## src/balance_macros.svh

```systemverilog
// gains, thresholds and word widths for the balance controller, included by the RTL that needs them
`ifndef BALANCE_MACROS_SVH
`define BALANCE_MACROS_SVH

////////////////////
// pid gains
////////////////////
`define BAL_P_COEFF 14         // proportional gain
`define BAL_D_COEFF 20         // derivative gain

////////////////////
// torque shaping
////////////////////
`define BAL_LOW_TORQUE_BAND 70 // at or above this magnitude the min duty offset applies
`define BAL_GAIN_MULT 15       // small torque multiplier, about 1 + min_duty/band
`define BAL_MIN_DUTY 980       // offset that stiffens the motor out of its dead band
`define BAL_OVR_SPD 1536       // speed above this raises ovr_spd

////////////////////
// word widths
////////////////////
`define BAL_ERR_W 10           // saturated pitch error
`define BAL_DDIFF_W 7          // saturated derivative difference
`define BAL_INTEG_W 18         // integrator accumulator
`define BAL_ITERM_W 12         // upper accumulator slice used as the i term
`define BAL_TORQ_W 16          // torque and pid term words
`define BAL_SPD_W 11           // unsigned motor speed

// steering offset is ld_cell_diff / 8
`define BAL_STEER_SHIFT 3

`endif

```

## src/balance_pkg.sv

```systemverilog
// shared types of the balance controller datapath, referenced by scoped name from the RTL
`include "balance_macros.svh"

package balance_pkg;

  // saturated pitch error, -512..511
  typedef logic signed [`BAL_ERR_W-1:0] ptch_err_t;

  // torque and term word, shared by p, i, d and the wheel torques
  typedef logic signed [`BAL_TORQ_W-1:0] torque_t;

  ////////////////////
  // integrator word
  ////////////////////

  // accumulator split into its integer i term and the fraction below it
  typedef struct packed {
    logic signed [`BAL_ITERM_W-1:0]             i_term; // acc >>> 6
    logic [`BAL_INTEG_W-`BAL_ITERM_W-1:0]       frac;   // dropped from the pid sum
  } integ_split_t;

  // stored as acc, read back through split
  typedef union packed {
    logic signed [`BAL_INTEG_W-1:0] acc;
    integ_split_t                   split;
  } integ_word_u;

endpackage

```

## src/pid_if.sv

```systemverilog
// bundle between the control module and the three pid term blocks, one instance inside the top
`timescale 1ns/1ps

interface pid_if (
  input logic clk                  // only the control side samples it, for its checks
);

  logic                  smp;      // new inertial sample, one cycle strobe
  logic                  integ_clr; // rider has stepped off, dump the integrator

  balance_pkg::ptch_err_t ptch_err; // clamped pitch
  balance_pkg::torque_t   p_term;
  balance_pkg::torque_t   i_term;
  balance_pkg::torque_t   d_term;

  ////////////////////
  // modports
  ////////////////////

  // control drives the strobes and collects the terms
  modport ctrl (
    input  clk,
    output smp, integ_clr,
    input  p_term, i_term, d_term
  );

  modport err_src (output ptch_err, p_term);

  modport integ (
    input  smp, integ_clr, ptch_err,
    output i_term
  );

  modport deriv (
    input  smp, ptch_err,
    output d_term
  );

endinterface

```

## src/balance_ctrl.sv

```systemverilog
// sums the pid terms, mixes in steering, gates the wheel speeds by power and flags over-speed
`timescale 1ns/1ps
`include "balance_macros.svh"

module balance_ctrl (
  input  logic                   vld,          // new inertial reading
  input  logic                   rider_off,    // load cells see no rider
  input  logic                   pwr_up,       // platform authorized to move
  input  logic                   en_steer,     // rider is leaning to steer
  input  logic signed [11:0]     ld_cell_diff, // left minus right load
  pid_if.ctrl                    pid,
  output balance_pkg::torque_t   lft_torque,   // to shaper_lft
  output balance_pkg::torque_t   rght_torque,  // to shaper_rght
  input  logic [`BAL_SPD_W-1:0]  lft_spd_raw,  // back from the shapers
  input  logic [`BAL_SPD_W-1:0]  rght_spd_raw,
  output logic [`BAL_SPD_W-1:0]  lft_spd,
  output logic [`BAL_SPD_W-1:0]  rght_spd,
  output logic                   ovr_spd       // warns the rider through the piezo
);

  localparam logic [`BAL_SPD_W-1:0] OVR_LIMIT = `BAL_OVR_SPD;

  balance_pkg::torque_t i_gated;    // i term, dropped while not powered
  balance_pkg::torque_t pid_sum;
  balance_pkg::torque_t steer_ofs;  // ld_cell_diff / 8, sign extended

  ////////////////////
  // strobes to the datapath
  ////////////////////
  assign pid.smp       = vld;
  assign pid.integ_clr = rider_off;

  ////////////////////
  // pid sum
  ////////////////////

  // keeps the integral from pushing the wheels before power up
  assign i_gated = pwr_up ? pid.i_term : balance_pkg::torque_t'(0);
  assign pid_sum = pid.p_term + pid.d_term + i_gated;

  ////////////////////
  // steering mix
  ////////////////////
  assign steer_ofs = balance_pkg::torque_t'(ld_cell_diff >>> `BAL_STEER_SHIFT);

  always_comb begin
    if (en_steer) begin
      lft_torque  = pid_sum - steer_ofs;  // heavier left slows the left wheel
      rght_torque = pid_sum + steer_ofs;
    end else begin
      lft_torque  = pid_sum;              // straight line, both wheels alike
      rght_torque = pid_sum;
    end
  end

  ////////////////////
  // speed gating
  ////////////////////
  assign lft_spd  = pwr_up ? lft_spd_raw  : '0;
  assign rght_spd = pwr_up ? rght_spd_raw : '0;

  // a saturated 2047 trips this too
  assign ovr_spd = (lft_spd > OVR_LIMIT) || (rght_spd > OVR_LIMIT);

  // unpowered platform never drives a wheel or sounds the warning
  a_pwr_gate : assert property (
    @(posedge pid.clk)
    !pwr_up |-> ((lft_spd == '0) && (rght_spd == '0) && !ovr_spd)
  ) else $error("wheel speed nonzero while pwr_up is low");

endmodule

```

## src/balance_top.sv

```systemverilog
// balance controller top level with plain ports, wiring the pid blocks, control and both wheel shapers
`timescale 1ns/1ps
`include "balance_macros.svh"

module balance_top (
  input  logic                  clk,
  input  logic                  rst_n,
  input  logic                  vld,           // new inertial reading
  input  logic signed [15:0]    ptch,          // measured pitch
  input  logic signed [11:0]    ld_cell_diff,  // left minus right load
  input  logic                  rider_off,
  input  logic                  en_steer,
  input  logic                  pwr_up,
  output logic [`BAL_SPD_W-1:0] lft_spd,
  output logic                  lft_rev,
  output logic [`BAL_SPD_W-1:0] rght_spd,
  output logic                  rght_rev,
  output logic                  ovr_spd
);

  balance_pkg::torque_t  lft_torque;    // control to shapers
  balance_pkg::torque_t  rght_torque;
  logic [`BAL_SPD_W-1:0] lft_spd_raw;   // shapers back to control for gating
  logic [`BAL_SPD_W-1:0] rght_spd_raw;

  pid_if pid0 (.clk(clk));

  ////////////////////
  // pid terms
  ////////////////////
  pitch_err_stage err0 (
    .pid  (pid0.err_src),
    .ptch (ptch)
  );

  integ_term integ0 (.clk(clk), .rst_n(rst_n), .pid(pid0.integ));

  deriv_term deriv0 (.clk(clk), .rst_n(rst_n), .pid(pid0.deriv));

  ////////////////////
  // control and shaping
  ////////////////////
  balance_ctrl ctrl0 (
    .vld          (vld),
    .rider_off    (rider_off),
    .pwr_up       (pwr_up),
    .en_steer     (en_steer),
    .ld_cell_diff (ld_cell_diff),
    .pid          (pid0.ctrl),
    .lft_torque   (lft_torque),
    .rght_torque  (rght_torque),
    .lft_spd_raw  (lft_spd_raw),
    .rght_spd_raw (rght_spd_raw),
    .lft_spd      (lft_spd),
    .rght_spd     (rght_spd),
    .ovr_spd      (ovr_spd)
  );

  torque_shaper shaper_lft  (.torque(lft_torque),  .spd_raw(lft_spd_raw),  .rev(lft_rev));
  torque_shaper shaper_rght (.torque(rght_torque), .spd_raw(rght_spd_raw), .rev(rght_rev));

endmodule

```

## src/deriv_term.sv

```systemverilog
// keeps a two sample error history and forms the saturated derivative term from it
`timescale 1ns/1ps
`include "balance_macros.svh"

module deriv_term (
  input logic clk,
  input logic rst_n,
  pid_if.deriv pid
);

  // clamp range of the difference, -64..63
  localparam int DIFF_MAX = (1 << (`BAL_DDIFF_W - 1)) - 1;
  localparam int DIFF_MIN = -(1 << (`BAL_DDIFF_W - 1));

  localparam balance_pkg::torque_t D_GAIN = balance_pkg::torque_t'(`BAL_D_COEFF);

  balance_pkg::ptch_err_t     hist1;     // error at the last sample
  balance_pkg::ptch_err_t     hist2;     // error two samples back
  logic signed [`BAL_ERR_W:0] diff;      // one bit wider than the error, no wrap
  logic signed [`BAL_ERR_W:0] diff_sat;

  ////////////////////
  // history
  ////////////////////
  always_ff @(posedge clk or negedge rst_n) begin
    if (!rst_n) begin
      hist1 <= '0;
      hist2 <= '0;
    end else if (pid.smp) begin
      hist1 <= pid.ptch_err;
      hist2 <= hist1;                    // shift down one
    end
  end

  // current error against the one two samples old
  assign diff = pid.ptch_err - hist2;

  always_comb begin
    if (diff > DIFF_MAX) begin
      diff_sat = DIFF_MAX[`BAL_ERR_W:0];
    end else if (diff < DIFF_MIN) begin
      diff_sat = DIFF_MIN[`BAL_ERR_W:0];
    end else begin
      diff_sat = diff;
    end
  end

  assign pid.d_term = balance_pkg::torque_t'(diff_sat) * D_GAIN; // |d| <= 1280

  a_diff_range : assert property (
    @(posedge clk) disable iff (!rst_n)
    (diff_sat >= DIFF_MIN) && (diff_sat <= DIFF_MAX)
  ) else $error("derivative difference left the 7 bit range");

endmodule

```

## src/integ_term.sv

```systemverilog
// accumulates the pitch error on each sample and hands the upper slice to the pid sum as the i term
`timescale 1ns/1ps
`include "balance_macros.svh"

module integ_term (
  input logic clk,
  input logic rst_n,
  pid_if.integ pid
);

  localparam int MSB = `BAL_INTEG_W - 1;

  balance_pkg::integ_word_u integ_q;     // accumulator register
  logic signed [MSB:0]      integ_nxt;   // accumulator plus current error
  logic signed [MSB:0]      err_ext;     // error widened to the accumulator
  logic                     ovfl;        // sum flipped sign against both operands

  assign err_ext = pid.ptch_err;         // signed to signed, sign extends

  ////////////////////
  // next value
  ////////////////////
  assign integ_nxt = integ_q.acc + err_ext;

  // overflow only when both operands agree in sign and the sum does not
  assign ovfl = (integ_q.acc[MSB] == err_ext[MSB]) &&
                (integ_nxt[MSB] != integ_q.acc[MSB]);

  always_ff @(posedge clk or negedge rst_n) begin
    if (!rst_n) begin
      integ_q.acc <= '0;
    end else if (pid.integ_clr) begin
      integ_q.acc <= '0;                 // no rider, no windup, wins over smp
    end else if (pid.smp && !ovfl) begin
      integ_q.acc <= integ_nxt;          // freeze on overflow
    end
  end

  ////////////////////
  // i term
  ////////////////////

  // upper 12 bits of the accumulator, same as acc >>> 6
  assign pid.i_term = balance_pkg::torque_t'(integ_q.split.i_term);

  // between samples and clears the accumulator must hold still
  a_integ_hold : assert property (
    @(posedge clk) disable iff (!rst_n)
    (!pid.smp && !pid.integ_clr) |=> $stable(integ_q.acc)
  ) else $error("integrator moved without smp or integ_clr");

endmodule

```

## src/pitch_err_stage.sv

```systemverilog
// clamps the measured pitch into the error width and forms the proportional term from it
`timescale 1ns/1ps
`include "balance_macros.svh"

module pitch_err_stage (
  pid_if.err_src      pid,
  input logic signed [15:0] ptch    // raw pitch from the inertial block
);

  // saturation limits of the error word
  localparam logic signed [15:0] ERR_MAX = 16'sd511;
  localparam logic signed [15:0] ERR_MIN = -16'sd512;

  localparam balance_pkg::torque_t P_GAIN = balance_pkg::torque_t'(`BAL_P_COEFF);

  balance_pkg::ptch_err_t err_sat;

  ////////////////////
  // saturation
  ////////////////////
  always_comb begin
    if (ptch > ERR_MAX) begin
      err_sat = balance_pkg::ptch_err_t'(ERR_MAX);     // pinned at +511
    end else if (ptch < ERR_MIN) begin
      err_sat = balance_pkg::ptch_err_t'(ERR_MIN);     // pinned at -512
    end else begin
      err_sat = ptch[`BAL_ERR_W-1:0];                   // already in range
    end
  end

  assign pid.ptch_err = err_sat;

  // 14 * 511 fits easily in 16 bits, so no saturation on the product
  assign pid.p_term = balance_pkg::torque_t'(err_sat) * P_GAIN;

endmodule

```

## src/torque_shaper.sv

```systemverilog
// shapes one wheel's signed torque into a saturated motor speed and a reverse bit, one per wheel
`timescale 1ns/1ps
`include "balance_macros.svh"

module torque_shaper (
  input  balance_pkg::torque_t   torque,  // steered pid command for this wheel
  output logic [`BAL_SPD_W-1:0]  spd_raw, // ungated speed magnitude
  output logic                   rev      // 1 runs the wheel backwards
);

  localparam int MSB = `BAL_TORQ_W - 1;

  localparam logic [MSB:0]         BAND     = `BAL_LOW_TORQUE_BAND;
  localparam balance_pkg::torque_t MIN_DUTY = balance_pkg::torque_t'(`BAL_MIN_DUTY);
  localparam balance_pkg::torque_t GAIN     = balance_pkg::torque_t'(`BAL_GAIN_MULT);

  logic [MSB:0]         torq_mag;   // unsigned, so -32768 still compares right
  balance_pkg::torque_t duty_ofs;   // torque pushed away from zero
  balance_pkg::torque_t gain_torq;  // torque scaled up inside the band
  balance_pkg::torque_t shaped;
  logic [MSB:0]         shaped_mag;

  assign torq_mag = torque[MSB] ? -torque : torque;

  ////////////////////
  // shaping
  ////////////////////
  assign duty_ofs  = torque[MSB] ? (torque - MIN_DUTY) : (torque + MIN_DUTY);
  assign gain_torq = torque * GAIN;  // |torque| < 70 here, no overflow

  // large torque gets the min duty step, small torque the steeper gain
  assign shaped = (torq_mag >= BAND) ? duty_ofs : gain_torq;

  assign rev = shaped[MSB];          // sign of the shaped value

  ////////////////////
  // speed
  ////////////////////
  assign shaped_mag = shaped[MSB] ? -shaped : shaped;

  // anything past 11 bits pins at 2047
  assign spd_raw = (|shaped_mag[MSB:`BAL_SPD_W]) ? '1 : shaped_mag[`BAL_SPD_W-1:0];

endmodule

```

## config.mk

```make
export PLATFORM = sky130hd
export DESIGN_NAME = balance_top
export DESIGN_NICKNAME = d
export VERILOG_FILES = /design/src/balance_pkg.sv /design/src/pid_if.sv /design/src/balance_ctrl.sv /design/src/balance_top.sv /design/src/deriv_term.sv /design/src/integ_term.sv /design/src/pitch_err_stage.sv /design/src/torque_shaper.sv
export VERILOG_INCLUDE_DIRS = /design/src /design/src/src
export SDC_FILE = /design/constraint.sdc
export NUM_CORES = 1
export LEC_CHECK = 0
export BUFFER_PORTS_ARGS = -buffer_cell sky130_fd_sc_hd__buf_2
export CAP_MARGIN = 30
export CORE_ASPECT_RATIO = 1.75
export CORE_MARGIN = 2
export CORE_UTILIZATION = 40
export DETAILED_ROUTE_END_ITERATION = 16
export GPL_ROUTABILITY_DRIVEN = 0
export GPL_TIMING_DRIVEN = 0
export PLACE_DENSITY_LB_ADDON = 0.15
export SLEW_MARGIN = 15
export SYNTH_ARGS = -nofsm -noshare
export SYNTH_HDL_FRONTEND = slang
export SYNTH_HIERARCHICAL = 1
export SYNTH_SLANG_ARGS = --single-unit
```

## constraint.sdc

```tcl
create_clock -name clk -period 19.55 [get_ports clk]
set_input_delay 0.9775 -clock clk [delete_from_list [all_inputs] [get_ports clk]]
set_output_delay 0.9775 -clock clk [all_outputs]
set_load 0.005 [all_outputs]
```

==> key figures <==
Run status
  – Status: completed

Global routing
  – Total GRT Usage: 21.9%
  – Final global-route overflow total: 0
  – Vias in the first global route: ~14000
  – First-pass GRT wire length: 68900 µm
  – Initial antenna violation count: 2
  – Largest net degree at the start of global routing: 39

Clock tree
  – Post-CTS setup buffers: 0
  – Inserted Clock Buffers: 5
  – Post-CTS sizing: 0
  – CTS tree: done
  – Clock transition at the registers of the reported paths: about 0.060 ns
  – Clock sinks: 38
  – Post-CTS Hold Buffers: 0
  – Htree depth: 2
  – Clk Latency, worst-skew pair: 0.29 ns
  – Root buffer cell: clkbuf_16
  – Clock buffer depth: 2

Yosys
  – Yosys reg bits: 38
  – Synth warn: 6
  – Netlist area before placement: approximately 15000 µm²
  – Synth async-reset ratio: 100%
  – Top_reg_cell synth: dfrtp_1
  – Syn Area/Cell: 8.02 µm²
  – Sequential area share after synthesis: 6.32%
  – Number of flops mapped to enable cells by yosys: 0
  – Yosys cell types: 117
  – Post-synthesis instance total: 1876

Layout
  – Antenna diodes: 0
  – Commonest non-fill, non-tap cell in the layout: ha_1
  – Most frequent cells in the layout: ha_1 (225), inv_1 (202), a21oi_1 (127)
  – Share of layout cells above drive strength 1: 11.2%
  – Fin nets: roughly 2300
  – Area added between synthesis and finish: 7.50%
  – Filler cells: approximately 3900

STA
  – Slew margin rel.: a little under a third
  – Worst slew pin tran: between 1 and 1.5 ns
  – Unrepaired setup endpoints after global routing: false
  – Post-route setup TNS: 0 ns
  – Fin crit share: around nine tenths
  – Highest clock rate: approximately 57 MHz
  – Fin crit period: 17.56 ns
  – Final setup skew: about 0.0074 ns
  – Setup Viol. Count Final: 0
  – Hold Fails Final Rpt: 0
  – Slew Limit Fails: 0

Worst hold path
  – Hold Path Class: flop to flop

Drt
  – Initial DRC Count: roughly 500
  – Total vias in the final route: around 14000
  – Total Wirelength: roughly 43000 µm
  – ANT nets after route: 0
  – Drt first pass iters: 5
  – Drt drc: 0
  – Routed vias/inst: 5.66
  – WL/cell: about 18 µm

Setup path
  – Worst setup SP type: input pin
  – Arrival @ worst endpoint: roughly 17 ns
  – Setup crit end kind: primary output
  – Crit-path most repeated cell: ha_1
  – Worst Path Required: roughly 19 ns
  – Largest stage delay, worst path: between 0.5 and 0.6 ns
  – Worst-path fanout max: 11
  – Critical path's slowest cell: xor2_1
  – WS Path Type: input pin to primary output

Die
  – Initial Util: about 40%
  – Total die area: a little under 40000 µm²
  – Num ports: 59
  – Row Count: between 90 and 100
  – Chip width: 151 µm
  – CORE AREA: roughly 37000 µm²
  – DIE HEIGHT: about 260 µm

Placement
  – PortBufs: 52
  – Hpwl dp: 36700 µm

Run
  – Maxcap violations: 0
[metal layers]
metal | global-route usage (%) | up-vias | routed length [µm]
li1 | - | 6851 | -
met1 | 22.0 | 6506 | 16100
met2 | 43.6 | 247 | 23200
met3 | 1.08 | 105 | 909
met4 | 12.3 | 4 | 2670
met5 | 0 | - | 24
[synthesized netlist by cell type, drive strengths merged (11+ instances only)]
| cell | count | area, µm² |
|---|---|---|
| a211oi | 15 | 113 |
| a21o | 43 | 323 |
| a21oi | 130 | 669 |
| a221oi | 14 | 148 |
| a31oi | 18 | 113 |
| and2 | 48 | 308 |
| and3 | 14 | 87.6 |
| buf | 50 | 358 |
| clkbuf | 22 | 83.8 |
| dfrtp | 38 | 951 |
| fa | 74 | 1480 |
| ha | 225 | 2820 |
| inv | 204 | 766 |
| mux2 | 28 | 323 |
| mux2i | 32 | 333 |
| nand2 | 132 | 513 |
| nand2b | 31 | 201 |
| nand3 | 43 | 228 |
| nand3b | 11 | 82.6 |
| nand4 | 22 | 150 |
| nor2 | 94 | 353 |
| nor2b | 29 | 181 |
| nor3 | 29 | 145 |
| o2111ai | 11 | 96.3 |
| o211ai | 34 | 299 |
| o21a | 26 | 195 |
| o21ai | 102 | 514 |
| o31ai | 16 | 134 |
| or3 | 11 | 68.8 |
| xnor2 | 94 | 831 |
| xor2 | 50 | 438 |
[stage by stage]
stage | hold slack [ns] | utilization [%] | std cells | setup slack, ns | instance area, µm²
finish | 0.470 | 43.3 | 2423 | 1.99 | 16200
global route | 0.507 | 43.3 | 2423 | 0.952 | 16200
CTS | 0.475 | 43.2 | 2421 | 1.97 | 16200
detailed placement | 0.465 | 42.7 | 2413 | 2.01 | 16000
global placement | 0.458 | 42.6 | 2409 | 1.56 | 15900
floorplan | 0.446 | - | 1877 | 5.06 | 15100
[kinds of logic (layout without fill, tap and decap cells)]
group                      count (synthesis)  count (layout)  share of synthesized area [%]
DFF                                       38              38                           6.32
other                                      2               3                         0.0499
xor gates and xnor gates                 145             145                           8.58
and+or+nand+nor                          532             532                           19.3
muxes                                     60              60                           4.36
buffers and inverters                    278             344                           8.20
AOI/OAI and AO/OA                        522             522                           24.7
adders and majority gates                299             299                           28.5
[area by class of cell]
| class | count | area [µm²] | area share (%) |
|---|---|---|---|
| Multi-Input combinational cell | 1561 | 12900 | 79.6 |
| Sequential cell | 38 | 951 | 5.88 |
| Inverter | 204 | 766 | 4.73 |
| Tap cell | 480 | 601 | 3.71 |
| Buffer | 74 | 469 | 2.90 |
| Timing Repair Buffer | 58 | 318 | 1.96 |
| Clock buffer | 6 | 139 | 0.858 |
| Clock inverter | 2 | 60.1 | 0.371 |
[registers in the layout, summed over array words and instances, names as in the netlist]
name            count
integ0/integ_q     18
deriv0/hist1       10
deriv0/hist2       10
[critical path, delay by kind of cell]
family / cells / cell delay (ns)
mux: 1 / 0.52
xor+xnor: 4 / 1.68
fa+ha+maj: 10 / 3.66
simple gates: 16 / 3.64
buf+inv: 8 / 1.44
compound gates: 19 / 4.63
[path summary, 6_finish.rpt]
| kind | from | end | slack (ns) | cells after the start |
|---|---|---|---|---|
| setup / recovery | ptch[10] | ovr_spd | 1.99 | 58 |
| min in group asynchronous | rst_n | deriv0/hist1[9] | 0.51 | 1 |
| setup reg to reg | integ0/integ_q[0] | integ0/integ_q[14] | 16.58 | 9 |
| hold / removal | deriv0/hist1[5] | deriv0/hist2[5] | 0.47 | 2 |
| max in group asynchronous | rst_n | integ0/integ_q[16] | 18.59 | 2 |
| hold reg to reg | deriv0/hist1[5] | deriv0/hist2[5] | 0.47 | 2 |
Power is left out: the tool's default activity adds up to more than one toggle a clock period on the data nets, which glitch-free logic cannot reach.
